[src/logic/dbus_pkg.sv]
package dbus_pkg;

	localparam int addr_w = 32;
	localparam int data_w = 32;
	localparam int mask_w = data_w / 8; // one enable per byte

	// data memory region
	localparam logic [addr_w-1:0] dmem_base = 32'h1000_0000;
	localparam int dmem_range = 16 * 1024; // bytes
	localparam int dmem_depth = dmem_range / mask_w;
	localparam int dmem_addr_w = $clog2(dmem_depth);

	// external AXI-Lite region
	localparam logic [addr_w-1:0] ext_base = 32'h4000_0000;
	localparam int ext_range = 64 * 1024;

	localparam int route_q_depth = 2; // commands in flight through the router
	localparam int route_q_ptr_w = (route_q_depth > 1) ? $clog2(route_q_depth) : 1;
	localparam int route_q_cnt_w = $clog2(route_q_depth + 1);

	// where an accepted command went
	typedef enum logic [1:0] {
		route_none = 2'd0,
		route_dmem = 2'd1,
		route_ext = 2'd2
	} route_t;

	typedef struct packed {
		logic [addr_w-1:0] addr;
		logic read; // 0 for write
		logic [data_w-1:0] wdata;
		logic [mask_w-1:0] wmask;
	} icb_cmd_t;

	typedef struct packed {
		logic [data_w-1:0] rdata;
		logic err;
	} icb_rsp_t;

	// AXI-Lite write data beat
	typedef struct packed {
		logic [data_w-1:0] wdata;
		logic [mask_w-1:0] wstrb;
	} axil_w_t;

endpackage

[src/logic/dbus_router.sv]
`timescale 1ns/100ps

module dbus_router import dbus_pkg::*; (
	input logic clk,
	input logic reset,
	input icb_cmd_t s_cmd,
	input logic s_cmd_valid,
	output logic s_cmd_ready,
	output icb_rsp_t s_rsp,
	output logic s_rsp_valid,
	input logic s_rsp_ready,
	output icb_cmd_t dmem_cmd,
	output logic dmem_cmd_valid,
	input logic dmem_cmd_ready,
	input icb_rsp_t dmem_rsp,
	input logic dmem_rsp_valid,
	output logic dmem_rsp_ready,
	output icb_cmd_t ext_cmd,
	output logic ext_cmd_valid,
	input logic ext_cmd_ready,
	input icb_rsp_t ext_rsp,
	input logic ext_rsp_valid,
	output logic ext_rsp_ready
);

	route_t cmd_route;
	route_t head_route;
	route_t route_q [route_q_depth];
	logic [route_q_ptr_w-1:0] wr_ptr;
	logic [route_q_ptr_w-1:0] rd_ptr;
	logic [route_q_cnt_w-1:0] q_cnt;
	logic q_full;
	logic q_empty;
	logic target_ready;
	logic push;
	logic pop;
	logic [addr_w-1:0] dmem_offset;
	logic [addr_w-1:0] ext_offset;

	function automatic logic [route_q_ptr_w-1:0] ptr_inc(
		input logic [route_q_ptr_w-1:0] ptr
	);
		if (ptr == route_q_ptr_w'(route_q_depth - 1))
			return '0;
		return ptr + 1'b1;
	endfunction

	// below the base the offset wraps to a large value
	assign dmem_offset = s_cmd.addr - dmem_base;
	assign ext_offset = s_cmd.addr - ext_base;

	always_comb begin
		if (dmem_offset < addr_w'(dmem_range))
			cmd_route = route_dmem;
		else if (ext_offset < addr_w'(ext_range))
			cmd_route = route_ext;
		else
			cmd_route = route_none; // answered by the router itself
	end

	assign q_full = (q_cnt == route_q_cnt_w'(route_q_depth));
	assign q_empty = (q_cnt == '0);

	always_comb begin
		case (cmd_route)
			route_dmem: target_ready = dmem_cmd_ready;
			route_ext: target_ready = ext_cmd_ready;
			default: target_ready = 1'b1;
		endcase
	end

	assign s_cmd_ready = !q_full && target_ready;
	assign push = s_cmd_valid && s_cmd_ready;

	// payload goes to both, only valid is steered
	assign dmem_cmd = s_cmd;
	assign ext_cmd = s_cmd;
	assign dmem_cmd_valid = s_cmd_valid && !q_full && (cmd_route == route_dmem);
	assign ext_cmd_valid = s_cmd_valid && !q_full && (cmd_route == route_ext);

	assign head_route = route_q[rd_ptr];

	// only the target named at the head may answer
	always_comb begin
		s_rsp_valid = 1'b0;
		s_rsp = '{rdata: '0, err: 1'b1};
		dmem_rsp_ready = 1'b0;
		ext_rsp_ready = 1'b0;
		if (!q_empty) begin
			case (head_route)
				route_dmem: begin
					s_rsp_valid = dmem_rsp_valid;
					s_rsp = dmem_rsp;
					dmem_rsp_ready = s_rsp_ready;
				end
				route_ext: begin
					s_rsp_valid = ext_rsp_valid;
					s_rsp = ext_rsp;
					ext_rsp_ready = s_rsp_ready;
				end
				default: s_rsp_valid = 1'b1; // unmapped, error response
			endcase
		end
	end

	assign pop = s_rsp_valid && s_rsp_ready;

	always_ff @(posedge clk) begin
		if (push)
			route_q[wr_ptr] <= cmd_route;
	end

	always_ff @(posedge clk) begin
		if (reset) begin
			wr_ptr <= '0;
			rd_ptr <= '0;
			q_cnt <= '0;
		end else begin
			if (push)
				wr_ptr <= ptr_inc(wr_ptr);
			if (pop)
				rd_ptr <= ptr_inc(rd_ptr);
			case ({push, pop})
				2'b10: q_cnt <= q_cnt + 1'b1;
				2'b01: q_cnt <= q_cnt - 1'b1;
				default: q_cnt <= q_cnt;
			endcase
		end
	end

endmodule

[config.mk]
export PLATFORM = sky130hd
export DESIGN_NAME = dbus_router
export DESIGN_NICKNAME = d
export VERILOG_FILES = /design/src/logic/dbus_pkg.sv /design/src/logic/dbus_router.sv
export SDC_FILE = /design/constraint.sdc
export NUM_CORES = 1
export LEC_CHECK = 0
export BUFFER_PORTS_ARGS = -buffer_cell sky130_fd_sc_hd__buf_2
export CAP_MARGIN = 20
export CORE_AREA = 2 2 123 125
export DETAILED_ROUTE_END_ITERATION = 6
export DIE_AREA = 0 0 125 127
export PLACE_DENSITY = 0.57
export SETUP_SLACK_MARGIN = 0.3
export SYNTH_ARGS = -nofsm -noshare
export SYNTH_HDL_FRONTEND = slang
export SYNTH_SLANG_ARGS = --single-unit
[constraint.sdc]
create_clock -name clk -period 3.6 [get_ports clk]
set_input_delay 0.36 -clock clk [delete_from_list [all_inputs] [get_ports clk]]
set_output_delay 0.36 -clock clk [all_outputs]
set_load 0.005 [all_outputs]
# Word-level counts from Yosys, hierarchy flattened
# Memory sizes are Yosys's and may differ from the RTL's. A register that Yosys moved wholly into a read port is not among the register bits.
# Cells that the tools add are included.
word_totals:
  ff_bits: 4
  latch_bits: 0
  ramBits: 4
  romBits: 0
  in_bits: 143
  output_inout_bits: 177
  elab_cells: 54
  mem_count: 1
memory_table:
  columns: ["name", "words", "width", "rd", "rd_ports_with_merged_regs", "write_ports", "line", "text"]
  rows:
  - ["route_q", 2, 2, 1, 1, 1, "dbus_router.sv:28", "route_t route_q [route_q_depth];"]
classes:
  n_addsub: 6
  multipliers: 0
  n_div: 0
  magnitude_cmp: 2
  n_eq_ne: 7
  shifts: 0
  mux: 26
  bitwise_logic: 0
  n_reduce_logical: 9
op_table:
  columns: ["op", "n"]
  rows:
  - ["$pmux 33 s2", 1]
  - ["$mux 33", 1]
  - ["$lt 32x15->1 const B", 1]
  - ["$lt 32x17->1 const B", 1]
  - ["$sub 32x29->32 const B", 1]
  - ["$sub 32x31->32 const B", 1]
  - ["$mux 1", 19]
  - ["$eq 2x2->1 const B", 4]
  - ["$eq 2x1->1 const B", 3]
  - ["$logic_and 1x1->1", 6]
  - ["$mux 2", 2]
  - ["$pmux 1 s2", 2]
  - ["$pmux 2 s2", 1]
  - ["$add 1x1->1 const B", 2]
  - ["$add 2x1->2 const B", 1]
  - ["$logic_not 2->1", 1]
  - ["$reduce_bool 2->1", 1]
  - ["$sub 2x1->2 const B", 1]
  - ["$logic_not 1->1", 1]

# Depth between registers and ports, before layout
logic_depth:
  ltp_word: 11
  mapped_depth: 10
  ltp_nobuf: 9

# Least setup slack after synthesis
# No wires, ideal clock.
synth_path:
  path_type: "register -> register"
  start: "register with a tool-made name"
  end: "register q_cnt[1]"
  setup_ns: 0.070
  arrival_ns: 2.165
  t_required_ns: 3.530
  path_slack_ns: 1.365
  path_stages_with_launch: 10
  path_buffers: 1
  synth_period_minus_slack_ns: 2.235
  cell_sequence: "dfxtp_1 mux2i_1 inv_1 ha_1 clkbuf_1 a221oi_1 nor2_1 ha_1 or3_1 a21oi_1"
synth_lines:
  columns: ["element", "line", "text"]
  rows:
  - ["end signal: assignment", "dbus_router.sv:124", "2'b10: q_cnt <= q_cnt + 1'b1;"]
  - ["end signal: assignment", "dbus_router.sv:125", "2'b01: q_cnt <= q_cnt - 1'b1;"]
  - ["end signal: assignment", "dbus_router.sv:126", "default: q_cnt <= q_cnt;"]
  - ["end: declaration", "dbus_router.sv:31", "logic [route_q_cnt_w-1:0] q_cnt;"]

==> metrics <==
Max Freq around 380 MHz; RePlAce Congestion approximately 0.74; Slew headroom between 70% and 80%; die footprint 0.0159 sq mm; commonest non-fill, non-tap cell in the layout buf_2; final setup fails 0; post-synthesis mux area share 1.75%; HP Class primary input to flip-flop; r2r setup slk about 1.3 ns; Fin Hold WS ~0.37 ns; largest family of logic cells by synthesized area buffers and inverters; DRC errors left 0; DPL Wire Length approximately 6000 um; Die Ht 127 um; max-slew violations 0; total CTS buffers 3; initial antenna violation count 0; fin crit period between 2 and 3 ns; Simple-Gate Fraction of Synth Area between 10% and 20%; first-pass GRT wire length a little under 10000 um; WL per Instance around 15 um; number of synthesized register bits 9; # Post-CTS Setup Buffers 0; worst skew pair latency about 0.23 ns; post-route insts no fill about 480; Slew @ Worst Pin approximately 0.43 ns; Power Total between 0.0009 and 0.001 W; final hold vios 0; Synth Area in Compound Gates about 16%; Hold Path Cell Cnt 2; WHS Endpoint q_cnt[1]; n_diodes 0; Sink Count 9; drt total wl between 7000 and 8000 um; crit-path cells mux2i_1, inv_1, ha_1, nand2b_1, buf_4, a221o_1, buf_2; Slowest cell on crit path dfxtp_1; Clock Tree Root clkbuf_16; largest net degree at the start of global routing 35; FF-to-FF path depth 8; sequential fraction of the synthesis area a little over a tenth; Critical Path Start Type flip-flop; critical path's top delay family buffers and inverters; # resized after CTS 0; All-Layer GR Usage 7.92%; status completed; CTS tree yes; most frequent cells in the layout buf_2 (166), nor2_1 (43), a22oi_1 (32); ys async rst share 0%; H-tree depth 1; vias in the first global route 1573; Core ar. between 0.01 and 0.015 sq mm; I/O Pins 320; Synth Cell Area ~0.002 sq mm; P&R area growth vs syn 4.06%; syn_area_per_cell roughly 7.4 sq um; clock slew at reported path FFs 0.04 ns; Chip Width about 130 um; Nets around 440; Setup TNS 0 ns; Warnings, synthesis 0; top post-synthesis cells by area buf_4 (52%), a22oi_1 (12%), nor2_1 (8.1%), edfxtp_1 (6.0%), dfxtp_1 (5.0%); placed insts ~470; Synth Net Count roughly 420; Synth Flop Type dfxtp_1; MaxCap Viol Count 0; row count 44; Leak roughly 1.1 nW; type of the worst setup path flip-flop to output port; number of cells produced by synthesis 271; Critical Path Sink Type output port; Worst EP required around 3.2 ns; share of the synthesized area in the top cell type roughly half; Synth Area in XOR/XNOR under 10%; CTS max path bufs 2; r2r endpoint q_cnt[1]; GRT overflow 0; maximum vdd drop roughly 0.00023 V; crit path max fanout 23; hold_sp reset; DR vias around 1700; hold_buf cts 0; antenna viol nets, final 0; via density per instance between 3 and 4; ratio of total power to cell area between 400 and 500 mW/mm^2; WP data arrival between 2 and 2.5 ns; DRT Pass-1 Iters 4; unrepaired setup endpoints after global routing false; distinct cell type count after synthesis 31; Starting Density ~14%; clock skew 0.00117 ns; Final period util 72.6%; I/O Buffers between 150 and 200; Post-Synth Adder-Cell Area between 1.5 and 2%; Bufs and invs on worst path 3; layout cells sized above 1 roughly three fifths; crit-path max cell delay around 0.35 ns; DRT iter0 DRCs just over 100; Post-synth EDFFs 4; Yosys top cell by area buf_4
## worst max path at each step
stage / end / slack [ns] / cells past startpoint
6_report: s_rsp[0] / 0.99 / 7
5_1_grt: s_rsp[0] / 0.80 / 7
4_1_cts: s_rsp[0] / 0.93 / 7
3_5_place_dp: s_rsp[0] / 1.18 / 7
3_3_place_gp: s_rsp[0] / 1.22 / 7
2_1_floorplan: q_cnt[1] / 1.36 / 9
## power by group
| part | internal [W] | switching [W] | total [W] |
|---|---|---|---|
| sequential | 0.000134 | 0.0000190 | 0.000153 |
| combinational | 0.000245 | 0.000331 | 0.000576 |
| clock | 0.000148 | 0.0000467 | 0.000195 |
## worst reg2reg max path, stage by stage, from the launching register on
cell      delay (ns)
dfxtp_1         0.35
mux2i_1         0.24
inv_1           0.07
ha_1            0.28
a221oi_1        0.34
nor2_1          0.14
ha_1            0.33
or3_1           0.37
a21oi_1         0.14
## logic make-up after synthesis
logic type                 Yosys count
AOI/OAI and AO/OA                   40
xor gates and xnor gates             3
adders and majority gates            3
buffers and inverters              153
DFF                                  9
muxes                                3
and+or+nand+nor                     60
## area by class of cell
type	instances	area [sq um]
Inverter	3	11.3
Timing Repair Buffer	169	853
Multi-Input combinational cell	109	692
Fill cell	1701	12300
Clock buffer	4	78.8
Sequential cell	9	220
Tap cell	184	230
## through the flow
step	setup slack [ns]	instance area, sq um	util [%]
6_report	0.987	2090	14.5
5_1_grt	0.796	2090	14.5
4_1_cts	0.925	2090	14.5
3_3_place_gp	1.22	2010	13.9
3_5_place_dp	1.18	2010	13.9
2_1_floorplan	1.36	2000	-
## synthesized netlist by cell type, types with 2 or more instances
cell type / number
buf_4: 138
nor2_1: 43
xnor2_1: 2
dfxtp_1: 5
a22oi_1: 32
nand2b_1: 2
mux2i_1: 2
clkbuf_1: 12
and3_1: 2
nor4_1: 3
o21ai_0: 2
nor3_1: 2
ha_1: 3
inv_1: 3
edfxtp_1: 4
## layer usage
layer	up-vias	global-route usage (%)	part of all wire (%)
li1	811	-	-
met1	743	10.3	40
met2	155	10.4	40
met3	38	4.15	15
met4	0	4.18	4.7
met5	-	0	0
Power figures use the tool's default switching activity.
