<file path="src/logic/dbus_pkg.sv">
package dbus_pkg;

	localparam int addr_w = 32;
	localparam int data_w = 32;
	localparam int mask_w = data_w / 8; // one enable per byte

	// data memory region
	localparam logic [addr_w-1:0] dmem_base = 32'h1000_0000;
	localparam int dmem_range = 16 * 1024; // bytes
	localparam int dmem_depth = dmem_range / mask_w;
	localparam int dmem_addr_w = $clog2(dmem_depth);

	// external AXI-Lite region
	localparam logic [addr_w-1:0] ext_base = 32'h4000_0000;
	localparam int ext_range = 64 * 1024;

	localparam int route_q_depth = 2; // commands in flight through the router
	localparam int route_q_ptr_w = (route_q_depth > 1) ? $clog2(route_q_depth) : 1;
	localparam int route_q_cnt_w = $clog2(route_q_depth + 1);

	// where an accepted command went
	typedef enum logic [1:0] {
		route_none = 2'd0,
		route_dmem = 2'd1,
		route_ext = 2'd2
	} route_t;

	typedef struct packed {
		logic [addr_w-1:0] addr;
		logic read; // 0 for write
		logic [data_w-1:0] wdata;
		logic [mask_w-1:0] wmask;
	} icb_cmd_t;

	typedef struct packed {
		logic [data_w-1:0] rdata;
		logic err;
	} icb_rsp_t;

	// AXI-Lite write data beat
	typedef struct packed {
		logic [data_w-1:0] wdata;
		logic [mask_w-1:0] wstrb;
	} axil_w_t;

endpackage

</file>
<file path="src/logic/icb_axil_bridge.sv">
`timescale 1ns/100ps

module icb_axil_bridge import dbus_pkg::*; (
	input logic clk,
	input logic reset,
	input icb_cmd_t cmd,
	input logic cmd_valid,
	output logic cmd_ready,
	output icb_rsp_t rsp,
	output logic rsp_valid,
	input logic rsp_ready,
	output logic [addr_w-1:0] m_axi_awaddr,
	output logic m_axi_awvalid,
	input logic m_axi_awready,
	output axil_w_t m_axi_w,
	output logic m_axi_wvalid,
	input logic m_axi_wready,
	input logic [1:0] m_axi_bresp,
	input logic m_axi_bvalid,
	output logic m_axi_bready,
	output logic [addr_w-1:0] m_axi_araddr,
	output logic m_axi_arvalid,
	input logic m_axi_arready,
	input logic [data_w-1:0] m_axi_rdata,
	input logic [1:0] m_axi_rresp,
	input logic m_axi_rvalid,
	output logic m_axi_rready
);

	typedef enum logic [2:0] {
		st_idle,
		st_wr, // aw and w outstanding
		st_b,
		st_ar,
		st_r,
		st_rsp // response waits for the ICB master
	} state_t;

	state_t state;
	icb_cmd_t cmd_q;
	icb_rsp_t rsp_q;
	logic accept;
	logic aw_pend;
	logic w_pend;
	logic aw_done;
	logic w_done;

	assign cmd_ready = (state == st_idle);
	assign accept = cmd_valid && cmd_ready;

	// each write channel finishes on its own ready
	assign aw_done = !aw_pend || m_axi_awready;
	assign w_done = !w_pend || m_axi_wready;

	always_ff @(posedge clk) begin
		if (reset) begin
			state <= st_idle;
			aw_pend <= 1'b0;
			w_pend <= 1'b0;
		end else begin
			case (state)
				st_idle: begin
					if (accept) begin
						state <= cmd.read ? st_ar : st_wr;
						aw_pend <= !cmd.read;
						w_pend <= !cmd.read;
					end
				end
				st_wr: begin
					aw_pend <= aw_pend && !m_axi_awready;
					w_pend <= w_pend && !m_axi_wready;
					if (aw_done && w_done)
						state <= st_b;
				end
				st_b: begin
					if (m_axi_bvalid)
						state <= st_rsp;
				end
				st_ar: begin
					if (m_axi_arready)
						state <= st_r;
				end
				st_r: begin
					if (m_axi_rvalid)
						state <= st_rsp;
				end
				st_rsp: begin
					if (rsp_ready)
						state <= st_idle;
				end
				default: state <= st_idle;
			endcase
		end
	end

	always_ff @(posedge clk) begin
		if (accept)
			cmd_q <= cmd;
		// upper resp bit set for SLVERR and DECERR
		if (state == st_b && m_axi_bvalid)
			rsp_q <= '{rdata: '0, err: m_axi_bresp[1]};
		if (state == st_r && m_axi_rvalid)
			rsp_q <= '{rdata: m_axi_rdata, err: m_axi_rresp[1]};
	end

	assign m_axi_awaddr = cmd_q.addr;
	assign m_axi_awvalid = aw_pend;
	assign m_axi_w = '{wdata: cmd_q.wdata, wstrb: cmd_q.wmask};
	assign m_axi_wvalid = w_pend;
	assign m_axi_bready = (state == st_b);
	assign m_axi_araddr = cmd_q.addr;
	assign m_axi_arvalid = (state == st_ar);
	assign m_axi_rready = (state == st_r);

	assign rsp = rsp_q;
	assign rsp_valid = (state == st_rsp);

endmodule

</file>
<file path="config.mk">
export PLATFORM = sky130hd
export DESIGN_NAME = icb_axil_bridge
export DESIGN_NICKNAME = d
export VERILOG_FILES = /design/src/logic/dbus_pkg.sv /design/src/logic/icb_axil_bridge.sv
export SDC_FILE = /design/constraint.sdc
export NUM_CORES = 1
export LEC_CHECK = 0
export BUFFER_PORTS_ARGS = -buffer_cell sky130_fd_sc_hd__buf_4
export CORE_MARGIN = 3
export CORE_UTILIZATION = 36
export CTS_CLUSTER_SIZE = 40
export DETAILED_ROUTE_END_ITERATION = 6
export GPL_TIMING_DRIVEN = 0
export PLACE_DENSITY = 0.72
export SYNTH_ARGS = -nofsm -noshare
export SYNTH_HDL_FRONTEND = slang
export SYNTH_SLANG_ARGS = --single-unit
</file>
<file path="constraint.sdc">
create_clock -name clk -period 3.5 [get_ports clk]
set_clock_uncertainty 0.05 [all_clocks]
set_input_delay 0.7 -clock clk [delete_from_list [all_inputs] [get_ports clk]]
set_output_delay 0.7 -clock clk [all_outputs]
set_load 0.05 [all_outputs]
</file>
== After elaboration in Yosys (flattened, before gate mapping) ==
Index checks and enable logic that the tools add are counted.

* Register bits after elaboration: 106

* Eq/ne operators: 11
* Mux-type cells: 13
* Reductions and logical operators: 18

{| class="wikitable"
|+ Operators with widths
! kind !! count
|-
| $mux W33 || 2
|-
| $mux W3 || 6
|-
| $pmux W3 S6 || 1
|-
| $eq A3 B2 Y1 const B || 2
|-
| $eq A3 B3 Y1 const B || 2
|-
| $logic_and A1 B1 Y1 || 6
|-
| $ne A2 B1 Y1 const B || 3
|-
| $ne A2 B2 Y1 const B || 3
|-
| $reduce_and A6 Y1 || 1
|-
| $logic_not A1 Y1 || 5
|-
| $pmux W1 S2 || 2
|-
| $reduce_bool A2 Y1 || 2
|-
| $eq A3 B1 Y1 const B || 1
|-
| $logic_not A3 Y1 || 1
|-
| $logic_or A1 B1 Y1 || 2
|-
| $mux W2 || 1
|-
| $reduce_and A2 Y1 || 1
|-
| $mux W1 || 1
|}

== Depth between registers and ports, before layout ==
Gate-level depths: netlist of run 1.

* Word-level depth: 5
* Mapped depth: 5
* Mapped depth without buffers: 4

== Worst setup path before layout of run 1 ==
OpenSTA, ideal clock, no wires.

* Path type: input -> register
* From: in cmd_valid
* To: reg cmd_q (netlist bit m_axi_araddr[0]), enable pin
* Cell stages on the path: 1
* Data arrival time: 2361 ps
* Slack: 655 ps
* Data required time: 3015 ps
* Setup time: 435 ps
* Cell sequence: and3_1

* Cells in the longest elaborated chain, start to end: 1

{| class="wikitable"
|+ Ends and longest elaborated chain
! what !! RTL line !! text
|-
| start: declaration || icb_axil_bridge.sv:7 || <nowiki>input logic cmd_valid,</nowiki>
|-
| $logic_and A1 B1 Y1 || icb_axil_bridge.sv:49 || <nowiki>assign accept = cmd_valid && cmd_ready;</nowiki>
|-
| end signal: assignment || icb_axil_bridge.sv:98 || <nowiki>cmd_q <= cmd;</nowiki>
|-
| end: declaration || icb_axil_bridge.sv:40 || <nowiki>icb_cmd_t cmd_q;</nowiki>
|}

No other way between the ends.
A chain may end at the register's enable or synchronous reset.

== Final worst setup path of run 1 ==
* From: reg state[0]
* To: reg rsp_q (netlist bit rsp[2]), enable pin

* Cells in the longest elaborated chain, start to end: 3

{| class="wikitable"
|+ Ends and longest elaborated chain
! what !! RTL line !! text
|-
| start: declaration || icb_axil_bridge.sv:39 || <nowiki>state_t state;</nowiki>
|-
| start signal: assignment || icb_axil_bridge.sv:57 || <nowiki>state <= st_idle;</nowiki>
|-
| start signal: assignment || icb_axil_bridge.sv:64 || <nowiki>state <= cmd.read ? st_ar : st_wr;</nowiki>
|-
| start signal: assignment || icb_axil_bridge.sv:73 || <nowiki>state <= st_b;</nowiki>
|-
| $eq A3 B2 Y1 / $eq A3 B3 Y1 (equally long branches) || icb_axil_bridge.sv:100, icb_axil_bridge.sv:102 ||
|-
| $logic_and A1 B1 Y1 (on tied branches) || icb_axil_bridge.sv:100, icb_axil_bridge.sv:102 ||
|-
| $reduce_bool A2 Y1 (no source line) (*) || n/a ||
|-
| end signal: assignment || icb_axil_bridge.sv:101 || <nowiki>rsp_q <= '{rdata: '0, err: m_axi_bresp[1]};</nowiki>
|-
| end signal: assignment || icb_axil_bridge.sv:103 || <nowiki>rsp_q <= '{rdata: m_axi_rdata, err: m_axi_rresp[1]};</nowiki>
|-
| end: declaration || icb_axil_bridge.sv:41 || <nowiki>icb_rsp_t rsp_q;</nowiki>
|}

Every way passes the cells marked *; elsewhere a longest branch is shown, timed or not.

==> results.toml, run 1 <==
[routing]
wl_per_cell_um = 16.4
dr.first_iter.drc_count = 77
vias_per_cell = 4.29
drc = 0
first_pass_iters = 4
vias = 2653
routed_wl_um = 10200
ant_nets = 0

[sta]
setup_slack_ps = 923
tightest_slew_ps = 1240
slew_viol_final = 0
tns_ps = 0
setup_violations = 0
hold_slack_ps = 425
finalCritPeriodShare_pct = 73.6
max_freq_mhz = 388
hold_viol_final = 0
rsz0062_at_grt = "no"
maxSlewHeadroom_pct = 17.3
period_needed_ps = 2580

[layout]
fillers = 850
syn_to_final_growth_pct = 58.4
fin_nets = 592
antenna-diode-count = 0
final_common_cell = "buf_4"
finish.utilization_pct = 58.9
drive_above_1_share_pct = 63.8
most-common-layout-cells = "283 x buf_4, 101 x edfxtp_1, 32 x and2_1"

[clock_tree]
ctsResizeCount = 0
clockRootBuffer = "clkbuf_8"
cts.sinks = 106
cts_hold_buf = 0
tritoncts = "yes"
clockBufferDepth = 2
cts.clk_slew.worst_paths_ps = 100
postCtsSetupRepairBufs = 0
cts_made_buffers = 9
clock_latency_ps = 350
h-tree-depth = 3

[pwr]
peakVddDrop_uv = 275
p_comb_share_pct = 34.3
leakagePower_nw = 2.68
sw_frac_of_total_pct = 37.6
powerDensity_nw_per_um2 = 584
power_frac_seq_pct = 45.5
switchingPower_w = 0.00134
clkPwrFrac_pct = 20.3
p_total_w = 0.00357
p_int_w = 0.00223

[placement]
dpl.hpwl_um = 8180
portBuffers = 251
post-place-ws_ps = 502
place_congestion = 0.757

[critical_path]
ff2ff_setup_slack_ps = 920
critPathMaxStageDelay_ps = 930
crit_arrival_ps = 2490
worstPathCellList = "buf_6 -> nor4b_4 -> clkbuf_2 -> a21o_1"
reg2reg_depth = 4
end_kind = "register"
cp.required_ps = 3410
crit_slowest_cell = "a21o_1"
worstSetupPathType = "register to register"
path_max_fanout = 33
startpoint_type = "register"

[grt]
grt_pass1_wl_um = 13800
grtUsageTotal_pct = 15.6
grt_overflow = 0
grt_start_max_net_pins = 70
first_global_vias = 2496
antenna_found_initial = 0

[min_path]
hold_path_depth = 2
holdCritPathClass = "register to register"

[floorplanning]
core_area_sq_um = 10400
floorplan.initialDensity_pct = 37.2
pin_count = 254
die_height_um = 109
die_area_sq_um = 12000
die_w_um = 109
num_rows = 37

[logic_synthesis]
synth_nets = 330
synth.distinct_cells = 25
synth_seq_cells = 106
yosysWarnings = 0
postSynthCellCount = 216
synth_area_per_cell_sq_um = 17.8
netlist_area_sq_um = 3850
yosysSeqAreaShare_pct = 81.3

[run]
drv_cap = 0

[run_status]
outcome = "completed"
==> synthesized netlist by cell type <==
cell type / count / area (sq um)
edfxtp_1: 101 / 3030
and2_1: 32 / 200
buf_4: 32 / 240
nor2_1: 9 / 33.8
dfxtp_1: 5 / 100
a21oi_1: 4 / 20.0
inv_1: 4 / 15.0
o21ai_0: 4 / 20.0
clkbuf_2: 3 / 15.0
nand2_1: 3 / 11.3
nand2b_1: 3 / 18.8
mux2i_1: 2 / 20.0
o22ai_1: 2 / 12.5
a211oi_1: 1 / 7.51
a21o_1: 1 / 7.51
a31oi_1: 1 / 6.26
and3_1: 1 / 6.26
buf_6: 1 / 11.3
mux2_2: 1 / 11.3
nor3b_1: 1 / 7.51
nor4b_4: 1 / 23.8
o21ba_2: 1 / 10.0
o221a_2: 1 / 11.3
or2_1: 1 / 6.26
or3_1: 1 / 6.26
==> stage by stage <==
step                instance area (sq um)  instances
floorplan                            3850        216
global placement                     5910        603
detailed placement                   5910        603
CTS                                  6110        619
global route                         6110        619
finish                               6110        619
==> power groups by stage <==
stage | clock, W | combinational [W] | sequential [W]
6_report | 0.000723 | 0.00122 | 0.00162
5_1_grt | 0.000798 | 0.00127 | 0.00164
4_1_cts | 0.000746 | 0.00123 | 0.00162
3_5_place_dp | 0 | 0.00123 | 0.00165
3_3_place_gp | 0 | 0.00122 | 0.00166
2_1_floorplan | 0 | 0.000379 | 0.00209
==> cell type report <==
cell class,count,area (sq um),share of cell area (%)
repair buffers,251,1880,30.9
multi-input cells,70,445,7.29
flip-flops and latches,106,3130,51.3
plain buffers,36,267,4.36
well taps,136,170,2.79
clock inverters,7,68.8,1.13
inverters,4,15.0,0.246
clock buffers,9,124,2.03
==> cell families (layout without fill, tap and decap cells) <==
kind of cell / count (synthesis) / in the layout / synth area share [%]
flip-flops: 106 / 106 / 81.3
AND/OR/NAND/NOR: 52 / 52 / 8.15
buffers and inverters: 40 / 307 / 7.30
AO/OA/AOI/OAI: 15 / 15 / 2.47
multiplexers: 3 / 3 / 0.811
==> state kept, by name (all words and copies together) (netlist names) <==
name / count
state: 3
m_axi_araddr: 32
m_axi_w: 36
m_axi_awvalid: 1
m_axi_wvalid: 1
rsp: 33
==> path summary, 6_finish.rpt <==
path / start / end
min: m_axi_awvalid / m_axi_awvalid
min reg2reg: m_axi_awvalid / m_axi_awvalid
max reg2reg: state[0] / rsp[2]
max: state[0] / rsp[2]
==> routing by layer <==
layer  track usage (%)  vias to the layer above  share of wire (%)
met5                 0                        -                  0
met4              5.25                        0                1.3
met3              6.46                       11                 12
met2              27.8                      145                 52
met1              16.6                     1229                 34
li1                  -                     1268                  -
==> critical path: cells and delay by family, from the launching register on <==
family / cells / cell delay, ps
DFF: 1 / 320
buffers and inverters: 2 / 400
and+or+nand+nor: 1 / 470
AOI/OAI and AO/OA: 1 / 930
(Power assumes the default switching activity.)
==> run 2, diff against run 1 <==
--- a/config.mk
+++ b/config.mk
@@ -5,6 +5,7 @@
 export SDC_FILE = /design/constraint.sdc
 export NUM_CORES = 1
 export LEC_CHECK = 0
+export ABC_AREA = 1
 export BUFFER_PORTS_ARGS = -buffer_cell sky130_fd_sc_hd__buf_4
 export CORE_MARGIN = 3
 export CORE_UTILIZATION = 36
==> constraint.sdc (replaced) <==
create_clock -name clk -period 2.65 [get_ports clk]
set_clock_uncertainty 0.05 [all_clocks]
set_input_delay 0.53 -clock clk [delete_from_list [all_inputs] [get_ports clk]]
set_output_delay 0.53 -clock clk [all_outputs]
set_load 0.05 [all_outputs]
==> results.toml, run 2 <==
[run_status]
outcome = "completed"

[critical_path]
cp.required_ps = 2660
end_kind = "register"
startpoint_type = "register"
crit_arrival_ps = 2220
path_max_fanout = 35
worstSetupPathType = "register to register"

[grt]
first_global_vias = 2964
grtUsageTotal_pct = 17.6
grt_start_max_net_pins = 36
antenna_found_initial = 0
grt_overflow = 0
grt_pass1_wl_um = 16600

[pwr]
p_total_w = 0.00697
p_comb_share_pct = 48.8
switchingPower_w = 0.00311
peakVddDrop_uv = 686
power_frac_seq_pct = 35.9
sw_frac_of_total_pct = 44.7
clkPwrFrac_pct = 15.2
p_int_w = 0.00386
powerDensity_nw_per_um2 = 1110
leakagePower_nw = 2.96

[logic_synthesis]
synth-xor-area-share_pct = 0
synth_area_leaders = "edfxtp_1 76%, buf_4 6.2%, nor2_1 4.4%"
yosysMostFrequentCell = "edfxtp_1"
synth_area_per_cell_sq_um = 14.2
netlist_area_sq_um = 3970
ys.flop_type = "edfxtp_1"
synth.distinct_cells = 19
ys_async_sr_fraction_pct = 0
synthSimpleGateAreaFrac_pct = 8.20
yosysWarnings = 0
postSynthCellCount = 280
synth_seq_cells = 106
synth_top_area_share_pct = 76.5
synth_top_family_by_area = "buffers and inverters"
synth_compound_gate_area_share_pct = 1.14
yosysSeqAreaShare_pct = 79.0
synth_nets = 394
synth_edf_count = 101
synth.area.mux_share_pct = 0.284
synthAdderAreaFrac_pct = 0
synth_commonest_cells = "101 x edfxtp_1, 47 x nor2_1, 46 x inv_1"
yosys.area.top_type = "edfxtp_1"

[sta]
finalCritPeriodShare_pct = 83.6
period_needed_ps = 2210
hold_viol_final = 0
tightest_slew_ps = 982
max_freq_mhz = 452
setup_violations = 0
maxSlewHeadroom_pct = 34.4
slew_viol_final = 0
rsz0062_at_grt = "no"

[layout]
largest_reg_flops = 36
syn_to_final_growth_pct = 58.6
finish.utilization_pct = 59.8
stdcell_area_sq_um = 6290
fin_nets = 658
drive_above_1_share_pct = 57.2
antenna-diode-count = 0
fillers = 864
final_common_cell = "buf_4"
most-common-layout-cells = "284 x buf_4, 101 x edfxtp_1, 46 x nor2_1, 46 x inv_1, 18 x nand2_1"

[placement]
postPlaceCellArea_sq_um = 6080
portBuffers = 251
dpl.hpwl_um = 8780
place_congestion = 0.874

[floorplanning]
pin_count = 254
die_area_sq_um = 12300
core_area_sq_um = 10500
die_height_um = 111
die_w_um = 111
floorplan.initialDensity_pct = 37.7
num_rows = 37

[routing]
dr.first_iter.drc_count = 117
drc = 0
wl_per_cell_um = 16.1
vias_per_cell = 4.30
ant_nets = 0
vias = 2948
first_pass_iters = 4
routed_wl_um = 11000

[clock_tree]
postCtsSetupRepairBufs = 0
tritoncts = "yes"
cts_hold_buf = 0
clock_latency_ps = 360
h-tree-depth = 3
cts_made_buffers = 9
cts.clk_slew.worst_paths_ps = 90
cts.sinks = 106
ctsResizeCount = 0
clockRootBuffer = "clkbuf_8"
clockBufferDepth = 2

[min_path]
holdCritPathClass = "primary input to register"

[run]
drv_cap = 0
==> run 2: cell types whose count changed after synthesis, moves of 4 or more <==
cell,change
inv_1,+42
nor2_1,+38
and2_1,-31
nand2_1,+15
inv_2,+4
nand3_1,+4
==> run 2: power groups by stage <==
stage | sequential (W) | clock [W] | combinational, W
2_1_floorplan | 0.00375 | 0 | 0.00111
3_3_place_gp | 0.00255 | 0 | 0.00333
3_5_place_dp | 0.00254 | 0 | 0.00343
4_1_cts | 0.00251 | 0.00110 | 0.00343
5_1_grt | 0.00255 | 0.00117 | 0.00355
6_report | 0.00250 | 0.00106 | 0.00340
==> run 2: worst paths after layout <==
check / from / cells past startpoint / slack (ps) / to
setup / recovery: state[2] / 5 / 440 / m_axi_araddr[16]
hold / removal: reset / 2 / 270 / state[1]
setup reg to reg: state[2] / 5 / 440 / m_axi_araddr[16]
hold reg to reg: m_axi_awvalid / 2 / 530 / m_axi_awvalid
==> run 2: logic make-up (layout without fill, tap and decap cells) <==
| family | after synthesis | count (layout) |
|---|---|---|
| flops | 106 | 106 |
| mux | 1 | 1 |
| compound gates | 9 | 9 |
| simple gates | 78 | 78 |
| buf+inv | 86 | 355 |
==> run 2: area by class of cell <==
cell class / count / area [sq um] / share of cell area, %
inverter: 50 / 188 / 2.99
multi-input combinational: 88 / 400 / 6.37
clock inverter: 5 / 77.6 / 1.23
sequential: 106 / 3130 / 49.8
clock buffer: 11 / 131 / 2.09
buffer: 36 / 263 / 4.18
tap: 136 / 170 / 2.71
timing repair buffer: 253 / 1920 / 30.6
==> run 2: stage by stage <==
step	std cells	worst slack, ps	hold slack, ps	setup TNS (ps)
after floorplan	280	36.8	474	0
after global placement	667	-556	494	-18280
after detailed placement	669	401	506	0
after CTS	685	396	245	0
after global routing	685	265	247	0
final	685	436	271	0
==> run 2: critical path, stage by stage (launching register included) <==
cell,delay (ps)
dfxtp_1,310
buf_4,160
nor2_2,160
nand2_1,150
nor2_4,770
buf_12,300
==> run 2: layer usage <==
layer	vias to the layer above	wire length (um)	GRT usage, %
li1	1410	-	-
met2	159	5790	30.5
met3	16	976	5.90
met5	-	0	0
met1	1363	4030	20.2
met4	0	209	6.40
==> run 3, diff against run 2 <==
--- a/config.mk
+++ b/config.mk
@@ -5,7 +5,7 @@
 export SDC_FILE = /design/constraint.sdc
 export NUM_CORES = 1
 export LEC_CHECK = 0
-export ABC_AREA = 1
+export ABC_AREA = 0
 export BUFFER_PORTS_ARGS = -buffer_cell sky130_fd_sc_hd__buf_4
 export CORE_MARGIN = 3
 export CORE_UTILIZATION = 36
==> constraint.sdc (replaced) <==
create_clock -name clk -period 2.21 [get_ports clk]
set_clock_uncertainty 0.05 [all_clocks]
set_input_delay 0.442 -clock clk [delete_from_list [all_inputs] [get_ports clk]]
set_output_delay 0.442 -clock clk [all_outputs]
set_load 0.05 [all_outputs]
==> results.toml, run 3 (same netlist as run 1, synthesis figures left out) <==
[run_status]
outcome = "completed"

[floorplanning]
num_rows = 37
pin_count = 254
die_height_um = 109
die_w_um = 109
die_area_sq_um = 12000
floorplan.initialDensity_pct = 37.2
core_area_sq_um = 10400

[min_path]
hold_path_end = "m_axi_w[7]"
hold_path_depth = 1
min-delay-start = "cmd[7]"
holdCritPathClass = "primary input to register"

[critical_path]
startpoint_type = "register"
path_max_fanout = 33
worstSetupPathType = "register to register"
crit_arrival_ps = 1950
ff2ff_setup_slack_ps = 220
r2r-start = "state[0]"
cp.required_ps = 2180
timing.rr.end = "rsp[32]"
end_kind = "register"
reg2reg_depth = 4
startpoint = "state[0]"

[sta]
setup_violations = 0
rsz0062_at_grt = "no"
finalCritPeriodShare_pct = 89.8
period_needed_ps = 1990
hold_slack_ps = 197
maxSlewHeadroom_pct = 41.4
tightest_slew_ps = 879
max_freq_mhz = 504
hold_viol_final = 0
slew_viol_final = 0

[routing]
wl_per_cell_um = 16.6
routed_wl_um = 10300
vias_per_cell = 4.31
drc = 0
dr.first_iter.drc_count = 81
vias = 2667
ant_nets = 0
first_pass_iters = 4

[clock_tree]
clockRootBuffer = "clkbuf_8"
clockBufferDepth = 2
tritoncts = "yes"
cts_made_buffers = 9
h-tree-depth = 3
cts.clk_slew.worst_paths_ps = 110
postCtsSetupRepairBufs = 0
clock_latency_ps = 360
cts.sinks = 106

[layout]
fin_nets = 592
antenna-diode-count = 0
syn_to_final_growth_pct = 59.3
drive_above_1_share_pct = 64.0
final_common_cell = "buf_4"
final_cells = 619
seq_area_sq_um = 3130
most-common-layout-cells = "283 x buf_4, 101 x edfxtp_1, 32 x and2_1"
multiInputGateArea_sq_um = 455
largest_reg_flops = 36
fillers = 843
stdcell_area_sq_um = 6140

[pwr]
power_frac_seq_pct = 44.3
sw_frac_of_total_pct = 35.8
p_comb_share_pct = 33.4
clkPwrFrac_pct = 22.3
switchingPower_w = 0.00208
p_int_w = 0.00373
powerDensity_nw_per_um2 = 946
peakVddDrop_uv = 461
leakagePower_nw = 2.69

[placement]
postPlaceCellArea_sq_um = 5920
portBuffers = 251
dpl.hpwl_um = 8100
place_congestion = 0.793
placed_cells = 603

[grt]
grtUsageTotal_pct = 15.6
grt_start_max_net_pins = 70
antenna_found_initial = 0
grt_overflow = 0
grt_pass1_wl_um = 13600
first_global_vias = 2606

[run]
drv_cap = 0
run 3: power by group through the flow:
stage / combinational (W) / sequential [W] / clock, W
global route: 0.00202 / 0.00260 / 0.00141
finish: 0.00194 / 0.00257 / 0.00130
floorplan: 0.000603 / 0.00330 / 0
detailed placement: 0.00195 / 0.00262 / 0
CTS: 0.00196 / 0.00258 / 0.00132
global placement: 0.00194 / 0.00261 / 0
run 3: worst max-delay path by stage:
stage	end	slack, ps	cells past startpoint
2_1_floorplan	rsp[0]	170	3
3_3_place_gp	state[1]	-130	5
3_5_place_dp	rsp[5]	-210	5
4_1_cts	rsp[32]	150	4
5_1_grt	rsp[32]	70	4
6_report	rsp[32]	220	4
run 3: metal layers:
layer  share of wire [%]  GRT usage [%]  wire length [um]
met5                   0              0                 0
met4                 1.7           5.97               171
met3                  12           7.11              1180
met2                  52           27.7              5390
met1                  34           16.0              3520
run 3: final cells by class:
class / instances / share of cell area (%)
Timing Repair Buffer: 251 / 30.7
Tap cell: 136 / 2.77
Sequential cell: 106 / 51.0
Multi-Input combinational cell: 70 / 7.42
Clock inverter: 7 / 1.49
Buffer: 36 / 4.34
Inverter: 4 / 0.245
Clock buffer: 9 / 2.02
run 3: repair_timing:
action / CTS / global route
resized for setup: 1 / 0
hold buffers: 0 / 0
setup endpoints to repair: 33 / 0
run 3: worst max-delay path, stage by stage, from the launching register on:
cell and delay, ps:
dfxtp_1 310, buf_6 140, nor4b_4 470, clkbuf_2 290, a21o_4 370
run 3: metrics by stage:
| stage | setup TNS, ps | worst slack (ps) | total power (W) | util [%] |
|---|---|---|---|---|
| 5_1_grt | 0 | 74.6 | 0.00603 | 59.2 |
| 3_5_place_dp | -7000 | -215 | 0.00458 | 57.1 |
| 6_report | 0 | 225 | 0.00581 | 59.2 |
| 2_1_floorplan | 0 | 173 | 0.00390 | - |
| 4_1_cts | 0 | 148 | 0.00586 | 59.2 |
| 3_3_place_gp | -12750 | -134 | 0.00455 | 57.0 |
